==> config.mk <==
export PLATFORM = sky130hd
export DESIGN_NAME = compute_tile
export DESIGN_NICKNAME = d
export VERILOG_FILES = /design/src/hw/tile_pkg.sv /design/src/hw/barrier_node.sv /design/src/hw/compute_tile.sv /design/src/hw/link_fifo.sv /design/src/hw/mesh_router.sv /design/src/hw/tile_socket.sv
export SDC_FILE = /design/constraint.sdc
export NUM_CORES = 2
export LEC_CHECK = 0
export ABC_AREA = 1
export BUFFER_PORTS_ARGS = -buffer_cell sky130_fd_sc_hd__buf_2
export CORE_MARGIN = 2
export CORE_UTILIZATION = 40
export CTS_CLUSTER_DIAMETER = 50
export DETAILED_ROUTE_END_ITERATION = 10
export GPL_TIMING_DRIVEN = 0
export PLACE_DENSITY = 0.59
export SLEW_MARGIN = 20
export SYNTH_ARGS = -nofsm -noshare
export SYNTH_HDL_FRONTEND = slang
export SYNTH_HIERARCHICAL = 1
export SYNTH_SLANG_ARGS = --single-unit
==> constraint.sdc <==
create_clock -name clk_i -period 1.8 [get_ports clk_i]
set_input_delay 0.36 -clock clk_i [delete_from_list [all_inputs] [get_ports clk_i]]
set_output_delay 0.36 -clock clk_i [all_outputs]
set_load 0.1 [all_outputs]
==> src/hw/tile_pkg.sv <==
`default_nettype none

package tile_pkg;

  // coordinate and memory widths
  localparam int X_CORD_W = 4;
  localparam int Y_CORD_W = 4;
  localparam int ADDR_W = 4;
  localparam int DATA_W = 32;
  localparam int DMEM_WORDS = 1 << ADDR_W;

  // mesh directions, also the low router ports
  localparam int NUM_DIRS = 4;
  localparam int DIR_W = 0;
  localparam int DIR_E = 1;
  localparam int DIR_N = 2;
  localparam int DIR_S = 3;

  // local port sits above the four mesh ports
  localparam int PORT_P = 4;
  localparam int NUM_PORTS = NUM_DIRS + 1;
  localparam int PORT_SEL_W = 3;

  // barrier config field positions in the data word
  localparam int BAR_MASK_LSB = 0;
  localparam int BAR_DEST_LSB = BAR_MASK_LSB + NUM_PORTS;

  typedef enum logic [2:0] {
    OP_STORE    = 3'd0,
    OP_LOAD     = 3'd1,
    OP_REPLY    = 3'd2,
    OP_BAR_CFG  = 3'd3,
    OP_BAR_JOIN = 3'd4
  } op_e;

  typedef struct packed {
    op_e                 op;
    logic [X_CORD_W-1:0] dest_x;
    logic [Y_CORD_W-1:0] dest_y;
    logic [X_CORD_W-1:0] src_x;
    logic [Y_CORD_W-1:0] src_y;
    logic [ADDR_W-1:0]   addr;
    logic [DATA_W-1:0]   data;
  } packet_t;

endpackage

`default_nettype wire

==> src/hw/barrier_node.sv <==
`default_nettype none

module barrier_node (
  input  logic                             clk_i,
  input  logic                             rst_n_i,
  input  logic                             join_i,
  input  logic [tile_pkg::NUM_PORTS-1:0]  src_mask_i,
  input  logic [tile_pkg::PORT_SEL_W-1:0] dest_i,
  input  logic [tile_pkg::NUM_DIRS-1:0]   link_i,
  output logic [tile_pkg::NUM_DIRS-1:0]   link_o,
  output logic                             release_o
);

  import tile_pkg::*;

  logic                cfg_v;
  logic                mesh_in;
  logic                gather;
  logic                rel;
  logic                rel_r;
  logic [NUM_DIRS-1:0] link_next;

  // an empty mask means the node takes no part
  assign cfg_v   = |src_mask_i;
  assign mesh_in = &(link_i | ~src_mask_i[NUM_DIRS-1:0]);
  assign gather  = cfg_v && mesh_in && (join_i || !src_mask_i[PORT_P]);

  // root node releases on its own gather
  always_comb begin
    if (!cfg_v) begin
      rel = 1'b0;
    end else if (dest_i == PORT_SEL_W'(PORT_P)) begin
      rel = gather;
    end else if (dest_i < PORT_SEL_W'(NUM_DIRS)) begin
      rel = link_i[dest_i[1:0]];
    end else begin
      rel = 1'b0;
    end
  end

  // gather goes up, release fans back out
  always_comb begin
    for (int d = 0; d < NUM_DIRS; d++) begin
      link_next[d] = (gather && dest_i == PORT_SEL_W'(d)) || (src_mask_i[d] && rel);
    end
  end

  always_ff @(posedge clk_i or negedge rst_n_i) begin
    if (!rst_n_i) begin
      link_o    <= '0;
      rel_r     <= 1'b0;
      release_o <= 1'b0;
    end else begin
      link_o    <= link_next;
      rel_r     <= rel;
      release_o <= rel && !rel_r;
    end
  end

endmodule

`default_nettype wire

==> src/hw/compute_tile.sv <==
`default_nettype none

module compute_tile (
  input  logic                                       clk_i,
  input  logic                                       rst_n_i,
  output logic                                       rst_n_o,
  input  logic              [tile_pkg::NUM_DIRS-1:0] link_v_i,
  input  tile_pkg::packet_t [tile_pkg::NUM_DIRS-1:0] link_data_i,
  output logic              [tile_pkg::NUM_DIRS-1:0] link_v_o,
  output tile_pkg::packet_t [tile_pkg::NUM_DIRS-1:0] link_data_o,
  input  logic              [tile_pkg::NUM_DIRS-1:0] barrier_link_i,
  output logic              [tile_pkg::NUM_DIRS-1:0] barrier_link_o,
  input  logic              [tile_pkg::X_CORD_W-1:0] global_x_i,
  input  logic              [tile_pkg::Y_CORD_W-1:0] global_y_i,
  output logic              [tile_pkg::X_CORD_W-1:0] global_x_o,
  output logic              [tile_pkg::Y_CORD_W-1:0] global_y_o
);

  import tile_pkg::*;

  logic                           rst_n_r;
  logic [X_CORD_W-1:0]            my_x_r;
  logic [Y_CORD_W-1:0]            my_y_r;
  logic    [NUM_PORTS-1:0]        rtr_in_v;
  packet_t [NUM_PORTS-1:0]        rtr_in_data;
  logic    [NUM_PORTS-1:0]        rtr_out_v;
  packet_t [NUM_PORTS-1:0]        rtr_out_data;
  logic                           reply_v;
  packet_t                        reply_data;
  logic                           bar_join;
  logic [NUM_PORTS-1:0]           bar_src_mask;
  logic [PORT_SEL_W-1:0]          bar_dest;
  logic                           bar_release;

  // local reset, asserts at once and leaves on a clock edge
  always_ff @(posedge clk_i or negedge rst_n_i) begin
    if (!rst_n_i) begin
      rst_n_r <= 1'b0;
    end else begin
      rst_n_r <= 1'b1;
    end
  end

  assign rst_n_o = rst_n_r;

  always_ff @(posedge clk_i) begin
    my_x_r <= global_x_i;
    my_y_r <= global_y_i;
  end

  // next tile south sits one row down
  assign global_x_o = my_x_r;
  assign global_y_o = Y_CORD_W'(my_y_r + 1'b1);

  // mesh on ports 0..3, socket on port P
  assign rtr_in_v    = {reply_v, link_v_i};
  assign rtr_in_data = {reply_data, link_data_i};
  assign link_v_o    = rtr_out_v[NUM_DIRS-1:0];
  assign link_data_o = rtr_out_data[NUM_DIRS-1:0];

  mesh_router i_mesh_router (
    .clk_i     (clk_i),
    .rst_n_i   (rst_n_r),
    .my_x_i    (my_x_r),
    .my_y_i    (my_y_r),
    .in_v_i    (rtr_in_v),
    .in_data_i (rtr_in_data),
    .out_v_o   (rtr_out_v),
    .out_data_o(rtr_out_data)
  );

  barrier_node i_barrier_node (
    .clk_i     (clk_i),
    .rst_n_i   (rst_n_r),
    .join_i    (bar_join),
    .src_mask_i(bar_src_mask),
    .dest_i    (bar_dest),
    .link_i    (barrier_link_i),
    .link_o    (barrier_link_o),
    .release_o (bar_release)
  );

  tile_socket i_tile_socket (
    .clk_i         (clk_i),
    .rst_n_i       (rst_n_r),
    .my_x_i        (my_x_r),
    .my_y_i        (my_y_r),
    .req_v_i       (rtr_out_v[PORT_P]),
    .req_data_i    (rtr_out_data[PORT_P]),
    .reply_v_o     (reply_v),
    .reply_data_o  (reply_data),
    .bar_join_o    (bar_join),
    .bar_src_mask_o(bar_src_mask),
    .bar_dest_o    (bar_dest),
    .bar_release_i (bar_release)
  );

endmodule

`default_nettype wire

==> src/hw/link_fifo.sv <==
`default_nettype none

module link_fifo #(
  parameter type payload_t = logic
) (
  input  logic     clk_i,
  input  logic     rst_n_i,
  input  logic     wr_v_i,
  input  payload_t wr_data_i,
  input  logic     rd_i,
  output logic     empty_o,
  output logic     full_o,
  output payload_t rd_data_o
);

  payload_t   slot_r [2];
  logic       wr_ptr_r;
  logic       rd_ptr_r;
  logic [1:0] count_r;
  logic       do_wr;
  logic       do_rd;

  assign empty_o = (count_r == 2'd0);
  assign full_o  = (count_r == 2'd2);

  // writes into a full queue are dropped
  assign do_wr = wr_v_i && !full_o;
  assign do_rd = rd_i && !empty_o;

  always_ff @(posedge clk_i or negedge rst_n_i) begin
    if (!rst_n_i) begin
      wr_ptr_r <= 1'b0;
      rd_ptr_r <= 1'b0;
      count_r  <= 2'd0;
    end else begin
      if (do_wr) wr_ptr_r <= ~wr_ptr_r;
      if (do_rd) rd_ptr_r <= ~rd_ptr_r;
      count_r <= count_r + {1'b0, do_wr} - {1'b0, do_rd};
    end
  end

  always_ff @(posedge clk_i) begin
    if (do_wr) slot_r[wr_ptr_r] <= wr_data_i;
  end

  assign rd_data_o = slot_r[rd_ptr_r];

endmodule

`default_nettype wire

==> src/hw/mesh_router.sv <==
`default_nettype none

module mesh_router (
  input  logic                                        clk_i,
  input  logic                                        rst_n_i,
  input  logic              [tile_pkg::X_CORD_W-1:0]  my_x_i,
  input  logic              [tile_pkg::Y_CORD_W-1:0]  my_y_i,
  input  logic              [tile_pkg::NUM_PORTS-1:0] in_v_i,
  input  tile_pkg::packet_t [tile_pkg::NUM_PORTS-1:0] in_data_i,
  output logic              [tile_pkg::NUM_PORTS-1:0] out_v_o,
  output tile_pkg::packet_t [tile_pkg::NUM_PORTS-1:0] out_data_o
);

  import tile_pkg::*;

  logic    [NUM_PORTS-1:0]                 head_empty;
  logic    [NUM_PORTS-1:0]                 head_v;
  packet_t [NUM_PORTS-1:0]                 head_data;
  logic    [NUM_PORTS-1:0][PORT_SEL_W-1:0] head_dir;
  logic    [NUM_PORTS-1:0]                 pop;
  logic    [NUM_PORTS-1:0]                 grant_v;
  logic    [NUM_PORTS-1:0][PORT_SEL_W-1:0] grant_src;
  logic    [NUM_PORTS-1:0]                 out_v_r;
  packet_t [NUM_PORTS-1:0]                 out_data_r;

  // dimension ordered, x first then y
  function automatic logic [PORT_SEL_W-1:0] route_dir(
    input packet_t             pkt,
    input logic [X_CORD_W-1:0] x,
    input logic [Y_CORD_W-1:0] y
  );
    logic [PORT_SEL_W-1:0] dir;
    if (pkt.dest_x > x) begin
      dir = PORT_SEL_W'(DIR_E);
    end else if (pkt.dest_x < x) begin
      dir = PORT_SEL_W'(DIR_W);
    end else if (pkt.dest_y > y) begin
      dir = PORT_SEL_W'(DIR_S);
    end else if (pkt.dest_y < y) begin
      dir = PORT_SEL_W'(DIR_N);
    end else begin
      dir = PORT_SEL_W'(PORT_P);
    end
    return dir;
  endfunction

  for (genvar i = 0; i < NUM_PORTS; i++) begin : g_in
    link_fifo #(
      .payload_t(packet_t)
    ) i_link_fifo (
      .clk_i    (clk_i),
      .rst_n_i  (rst_n_i),
      .wr_v_i   (in_v_i[i]),
      .wr_data_i(in_data_i[i]),
      .rd_i     (pop[i]),
      .empty_o  (head_empty[i]),
      .full_o   (),
      .rd_data_o(head_data[i])
    );

    assign head_v[i]   = !head_empty[i];
    assign head_dir[i] = route_dir(head_data[i], my_x_i, my_y_i);
  end

  // fixed priority P, W, E, N, S per output
  always_comb begin
    int src;
    grant_v   = '0;
    grant_src = '0;
    pop       = '0;
    for (int o = 0; o < NUM_PORTS; o++) begin
      for (int k = 0; k < NUM_PORTS; k++) begin
        src = (k + PORT_P) % NUM_PORTS;
        if (!grant_v[o] && head_v[src] && head_dir[src] == PORT_SEL_W'(o)) begin
          grant_v[o]   = 1'b1;
          grant_src[o] = PORT_SEL_W'(src);
          pop[src]     = 1'b1;
        end
      end
    end
  end

  always_ff @(posedge clk_i or negedge rst_n_i) begin
    if (!rst_n_i) begin
      out_v_r <= '0;
    end else begin
      out_v_r <= grant_v;
    end
  end

  always_ff @(posedge clk_i) begin
    for (int o = 0; o < NUM_PORTS; o++) begin
      if (grant_v[o]) out_data_r[o] <= head_data[grant_src[o]];
    end
  end

  assign out_v_o    = out_v_r;
  assign out_data_o = out_data_r;

endmodule

`default_nettype wire

==> src/hw/tile_socket.sv <==
`default_nettype none

module tile_socket (
  input  logic                             clk_i,
  input  logic                             rst_n_i,
  input  logic [tile_pkg::X_CORD_W-1:0]   my_x_i,
  input  logic [tile_pkg::Y_CORD_W-1:0]   my_y_i,
  input  logic                             req_v_i,
  input  tile_pkg::packet_t                req_data_i,
  output logic                             reply_v_o,
  output tile_pkg::packet_t                reply_data_o,
  output logic                             bar_join_o,
  output logic [tile_pkg::NUM_PORTS-1:0]  bar_src_mask_o,
  output logic [tile_pkg::PORT_SEL_W-1:0] bar_dest_o,
  input  logic                             bar_release_i
);

  import tile_pkg::*;

  // what a pending load needs to build its reply
  typedef struct packed {
    logic [X_CORD_W-1:0] src_x;
    logic [Y_CORD_W-1:0] src_y;
    logic [ADDR_W-1:0]   addr;
  } load_req_t;

  logic [DATA_W-1:0] dmem_r [DMEM_WORDS];
  logic              store_v;
  logic              load_v;
  logic              cfg_v;
  logic              join_v;
  logic              q_empty;
  load_req_t         load_req;
  load_req_t         head_req;

  // incoming replies fall through every decode below
  assign store_v = req_v_i && (req_data_i.op == OP_STORE);
  assign load_v  = req_v_i && (req_data_i.op == OP_LOAD);
  assign cfg_v   = req_v_i && (req_data_i.op == OP_BAR_CFG);
  assign join_v  = req_v_i && (req_data_i.op == OP_BAR_JOIN);

  always_ff @(posedge clk_i) begin
    if (store_v) dmem_r[req_data_i.addr] <= req_data_i.data;
  end

  assign load_req.src_x = req_data_i.src_x;
  assign load_req.src_y = req_data_i.src_y;
  assign load_req.addr  = req_data_i.addr;

  link_fifo #(
    .payload_t(load_req_t)
  ) i_load_q (
    .clk_i    (clk_i),
    .rst_n_i  (rst_n_i),
    .wr_v_i   (load_v),
    .wr_data_i(load_req),
    .rd_i     (reply_v_o),
    .empty_o  (q_empty),
    .full_o   (),
    .rd_data_o(head_req)
  );

  // head turns into a reply the same cycle
  assign reply_v_o = !q_empty;

  always_comb begin
    reply_data_o.op     = OP_REPLY;
    reply_data_o.dest_x = head_req.src_x;
    reply_data_o.dest_y = head_req.src_y;
    reply_data_o.src_x  = my_x_i;
    reply_data_o.src_y  = my_y_i;
    reply_data_o.addr   = head_req.addr;
    reply_data_o.data   = dmem_r[head_req.addr];
  end

  always_ff @(posedge clk_i or negedge rst_n_i) begin
    if (!rst_n_i) begin
      bar_src_mask_o <= '0;
      bar_dest_o     <= '0;
      bar_join_o     <= 1'b0;
    end else begin
      if (cfg_v) begin
        bar_src_mask_o <= req_data_i.data[BAR_MASK_LSB +: NUM_PORTS];
        bar_dest_o     <= req_data_i.data[BAR_DEST_LSB +: PORT_SEL_W];
      end
      // a fresh join wins over a release in the same cycle
      if (join_v) begin
        bar_join_o <= 1'b1;
      end else if (bar_release_i) begin
        bar_join_o <= 1'b0;
      end
    end
  end

endmodule

`default_nettype wire
# == Word level (Yosys, flattened, before mapping) ==
# Memories as Yosys holds them, arrays and structs flattened.
# Cells that the tools add are included.
# classes
addsub,13
mul,0
div,0
magnitude_cmp,27
eq_ne,33
shifts,0
mux,125
n_bitwise,14
reduce_logical,126
# op_table
cell,count
binary-select mux 55 bit (select 3 bit),5
two-way mux 55 bit,5
two-way mux 3 bit,45
logical AND 1 bit,71
two-way mux 1 bit,69
> comparator 4 bit,10
< comparator 4 bit,10
"equality test 3 x 2 -> 1 bit, second input constant",13
zero test 1 bit,34
"equality test 3 x 1 -> 1 bit, second input constant",7
"equality test 3 bit, second input constant",7
zero test 3 bit,7
"< comparator 3 x 4 -> 1 bit, second input constant",5
adder 2 x 1 -> 2 bit,6
"equality test 2 bit, second input constant",6
zero test 2 bit,6
inverter 1 bit,12
subtractor 2 x 1 -> 2 bit,6
logical OR 1 bit,5
OR reduction 5 bit,1
"adder 4 x 1 -> 4 bit, second input constant",1
inverter 4 bit,1
OR 4 bit,1
AND reduction 4 bit,1
other kinds (4),4
# word_totals
ff_bits,320
latchBits,0
mem_bits_rw,1080
mem_bits_ro,0
inputBits,238
output_inout_bits,237
n_memories,7
# memory_table
memory,depth,word_bits,read_ports,rd_ports_with_merged_regs,write_ports,line_no,rtl
i_tile_socket.dmem_r,16,32,1,0,1,tile_socket.sv:27,logic [DATA_W-1:0] dmem_r [DMEM_WORDS];
i_mesh_router.g_in[0].i_link_fifo.slot_r,2,55,1,0,1,link_fifo.sv:16,payload_t slot_r [2];
i_mesh_router.g_in[1].i_link_fifo.slot_r,2,55,1,0,1,link_fifo.sv:16,
i_mesh_router.g_in[2].i_link_fifo.slot_r,2,55,1,0,1,link_fifo.sv:16,
i_mesh_router.g_in[3].i_link_fifo.slot_r,2,55,1,0,1,link_fifo.sv:16,
i_mesh_router.g_in[4].i_link_fifo.slot_r,2,52,1,0,1,link_fifo.sv:16,
+1 memories,--,--,--,--,--,--,

# == Longest topological paths before layout ==
# An unclocked memory read counts as a cell.
# depth
ltp_word,31
depth_mapped,30
mapped_depth_nobuf,26

# == By module ==
# The synthesis kept the hierarchy.
# by_module_without_submodules
mod,n_inst,cells_per_inst,area_each_um2,seq_area_each_um2
mesh_router,1,3812,23500.0,8383.0
tile_socket,1,2146,22557.9,15600.0
link_fifo (i_mesh_router.g_in[0].i_link_fifo ...),5,321,4271.6,3403.3
link_fifo (i_tile_socket.i_load_q),1,96,1108.6,820.8
barrier_node,1,60,375.4,150.1
compute_tile,1,18,236.5,185.2

# == Least setup slack after synthesis ==
# No wires, ideal clock.
# synth_path
path_type,flip-flop to flip-flop
start,"reg my_x_r[3], in the netlist global_x_o[3]"
end,"reg i_mesh_router.out_data_r, in the netlist i_mesh_router/out_data_o[110] (enable)"
setup_time_ns,0.776
arrival_time_ns,3.987
required_time_ns,1.024
path_slack_ns,-2.963
path_stages_with_launch,14
path_cell_list,dfxtp_1 > inv_1 > ha_1 > nand2_1 > nor2_2 > nand2_1 > a21oi_1 > nand2_1 > nand2_1 > nor2_1 > nand3_2 > buf_2 > buf_2 > nand3_1
# synth_via
elab_chain_len,22
word_cells_on_any_way,43
classes_between,10 x order compare; 5 x eq/ne; 15 x mux; 13 x reduce/logical
# synth_lines
element,line_no,rtl
from (decl),compute_tile.sv:22,logic [X_CORD_W-1:0] my_x_r;
from (signal assigned),compute_tile.sv:47,my_x_r <= global_x_i;
< comparator 4 bit,mesh_router.sv:35,end else if (pkt.dest_x < x) begin
two-way mux 3 bit,mesh_router.sv:35,
two-way mux 3 bit,mesh_router.sv:33,if (pkt.dest_x > x) begin
equality test 3 x 2 -> 1 bit,mesh_router.sv:74,if (!grant_v[o] && head_v[src] && head_dir[src] == PORT_SEL_W'(o)) begin
logical AND 1 bit,mesh_router.sv:74,
two-way mux 1 bit,mesh_router.sv:74,
zero test 1 bit,mesh_router.sv:74,
logical AND 1 bit (2 in a row),mesh_router.sv:74,
(+4 left out),--,
two-way mux 1 bit,mesh_router.sv:74,
zero test 1 bit,mesh_router.sv:74,
logical AND 1 bit (2 in a row),mesh_router.sv:74,
two-way mux 1 bit,mesh_router.sv:74,
zero test 1 bit,mesh_router.sv:74,
logical AND 1 bit (2 in a row),mesh_router.sv:74,
two-way mux 1 bit (*),mesh_router.sv:74,
net i_mesh_router.grant_v[2],mesh_router.sv:21,logic [NUM_PORTS-1:0] grant_v;
"to (signal, indexed assignment)",mesh_router.sv:93,if (grant_v[o]) out_data_r[o] <= head_data[grant_src[o]];
to (decl),mesh_router.sv:24,packet_t [NUM_PORTS-1:0] out_data_r;
# The timed path passes the listed nets; every way through them passes the cells marked *.
# A chain may end at the register's enable or synchronous reset.

==> results.toml <==
[die]
die_area_sq_mm = 0.1746
io_pins = 475
die_x_microns = 417.8
rows = 151
coreArea_sq_mm = 0.1697
fp.dieH_microns = 417.8
initial_utilization = 0.4037

[global_route]
grt_pass1_vias = 56332
overflow = 0
track_usage = 0.3319
grt_max_degree = 43
grt_first_pass_wirelength_microns = 409200
antenna_found_initial = 6

[placement]
pre_cts_ws_ns = -3.149
gp_congestion = 1.020
portBuffers = 474
hpwl_microns = 218600

[timing]
finalCritPeriodShare = 2.042
slew_headroom = 0.2344
worst_slew_pin_slew_ns = 1.148
whs_ns = 0.1675
setup_slack_ns = -1.876
hold_violations = 0
setup_viol = 1508
period_needed_ns = 3.676
fmax_mhz = 272.0
fin_skew_ns = 0.05729
rsz0062_at_grt = "yes"
finalMaxSlewViolations = 0
tns_ns = -1475.66

[setup_path]
cp_top_family = "simple AND/OR/NAND/NOR gates"
crit_fanout = 5
path_class = "flip-flop to flip-flop"
cp_common_cell = "nand2_4"
crit_required_ns = 2.50
max_stage_delay_ns = 0.47
end_kind = "flip-flop"
cp_slowest_cell = "dfrtp_2"
startpoint_type = "flip-flop"
critPathArrivalTime_ns = 4.38
crit_buf_inv = 8

[clocking]
tritoncts = "yes"
h-tree-depth = 4
cts_buffer_depth = 3
numCtsBuffers = 162
cts_root_buffer = "clkbuf_16"
clk_transition_reported_paths_ns = 0.06
clk_latency_ns = 0.84
cts_sinks = 1406

[power]
peakVddDrop_mv = 2.094
p_leak_nw = 39.53
power_mw = 168.0
power_density_mw_per_mm2 = 1899

[logic_synthesis]
yosysWarnings = 6
syn_area_per_cell_sq_um = 8.980
synth_cells = 7627
netlist_area_sq_mm = 0.06849

[finish]
area_delta_synth_final_pct = 29.22
nets = 9006
final_layout_size_suffix_gt1_frac = 0.2056
fillers = 15425
layout_commonest_cell = "nand2_1"
mostFrequentLayoutCells = "3169 x nand2_1, 1353 x edfxtp_1, 970 x nand3_1, 804 x inv_1, 540 x buf_2"
ff_latch_area_sq_mm = 0.04194
multiInputGateArea_sq_mm = 0.02340

[flow_run]
drv_cap = 0

[drt]
antenna_left = 0
avgRoutedWirePerCell_microns = 27.21
dr.pass1.iters = 6
vias = 59831
drc_errors = 0
drt_wl_total_microns = 301200
vias_per_cell = 5.406
drt_iter0_drc = 7228

[status]
violations = "setup timing"
status = "finished, violations left"

[worst_hold_path]
hp-class = "flip-flop to asynchronous set/reset pin"
worst register-to-register path, stage by stage (launching register included):
cell      delay, ns
dfrtp_2        0.47
inv_2          0.11
buf_12         0.13
buf_12         0.13
nand2_4        0.05
nand2_4        0.09
inv_4          0.04
ha_4           0.26
nand2_4        0.05
nor2_4         0.13
nand2_2        0.08
a21oi_4        0.22
nand2_8        0.14
nand2_4        0.10
nor2_4         0.04
nand3_4        0.14
buf_8          0.15
buf_12         0.11
nand3_2        0.05
nand3b_1       0.28
nand2_2        0.18
inv_2          0.06
ha_4           0.26
inv_2          0.04
ha_4           0.15
nand3_2        0.05
nand2_1        0.04
sequential cells by signal (all words and copies together), names as in the netlist:
signal and flops:
i_tile_socket/bar_src_mask_o 5, i_tile_socket/bar_join_o 1, i_tile_socket/bar_dest_o 3, global_x_o 4
i_barrier_node/rel_r 1, i_barrier_node/release_o 1, i_tile_socket/i_load_q/wr_ptr_r 1, i_barrier_node/link_o 4
i_mesh_router/g_in.i_link_fifo/wr_ptr_r 5, i_mesh_router/g_in.i_link_fifo/slot_r 550, i_mesh_router/out_data_o 267, i_tile_socket/i_load_q/slot_r 24
i_tile_socket/dmem_r 512, rst_n_o 1, my_y_r 4, i_tile_socket/i_load_q/count_r 2
i_mesh_router/out_v_o 5, i_mesh_router/g_in.i_link_fifo/rd_ptr_r 5, i_tile_socket/i_load_q/rd_ptr_r 1, i_mesh_router/g_in.i_link_fifo/count_r 10
cell type report:
class,instances,area share
tap,2218,0.03136
clock buffer,202,0.04890
inverter,852,0.03680
buffer,436,0.04640
clock inverter,91,0.01033
antenna,5,0.0001414
sequential,1406,0.4738
timing repair buffer,917,0.08788
multi-input combinational,4940,0.2643
per-stage QoR:
step                        util  cell area [sq um]  cells
after CTS                 0.5022              85200  10967
after global routing      0.5216              88490  11063
after floorplan                -              68750   7628
final                     0.5217              88500  11067
after global placement    0.4356              73900  10320
after detailed placement  0.4414              74880  10353
what timing repair did:
item | CTS | global route
setup endpoints to repair | 1474 | 1590
hold buffers | 234 | 0
gates resized for setup | 560 | 550
setup buffers | 80 | 59
gates cloned | 8 | 38
pin swaps | 83 | 143
endpoints found under the hold margin | 453 | 0
worst paths after layout:
kind | from | end | slack (ns) | cells after the start
max | i_mesh_router/g_in[4].i_link_fifo/rd_ptr_r | i_mesh_router/g_in[3].i_link_fifo/count_r[1] | -1.88 | 26
min | rst_n_o | i_mesh_router/g_in[0].i_link_fifo/count_r[1] | 0.17 | 0
max reg2reg | i_mesh_router/g_in[4].i_link_fifo/rd_ptr_r | i_mesh_router/g_in[3].i_link_fifo/count_r[1] | -1.88 | 26
min reg2reg | rst_n_o | i_mesh_router/g_in[0].i_link_fifo/count_r[1] | 0.17 | 0
max in group asynchronous | rst_n_o | i_barrier_node/link_o[2] | 1.08 | 1
min in group clk_i | global_x_i[1] | global_x_o[1] | 0.17 | 2
power by group:
group / switching, mW / total (mW) / internal (mW) / leakage (nW)
combinational: 68.9 / 90.5 / 21.5 / 23.9
sequential: 1.80 / 45.5 / 43.7 / 13.1
clock: 13.9 / 32.1 / 18.2 / 2.55
metal layers:
metal  vias up  global-route usage  routed length [microns]
met5         -                   0                       24
li1      26800                   -                        -
met3       717             0.06544                    26950
met4         4              0.1976                    20170
met2      3213              0.5294                   139300
met1     29097              0.4191                   114700
(Power assumes the default switching activity.)
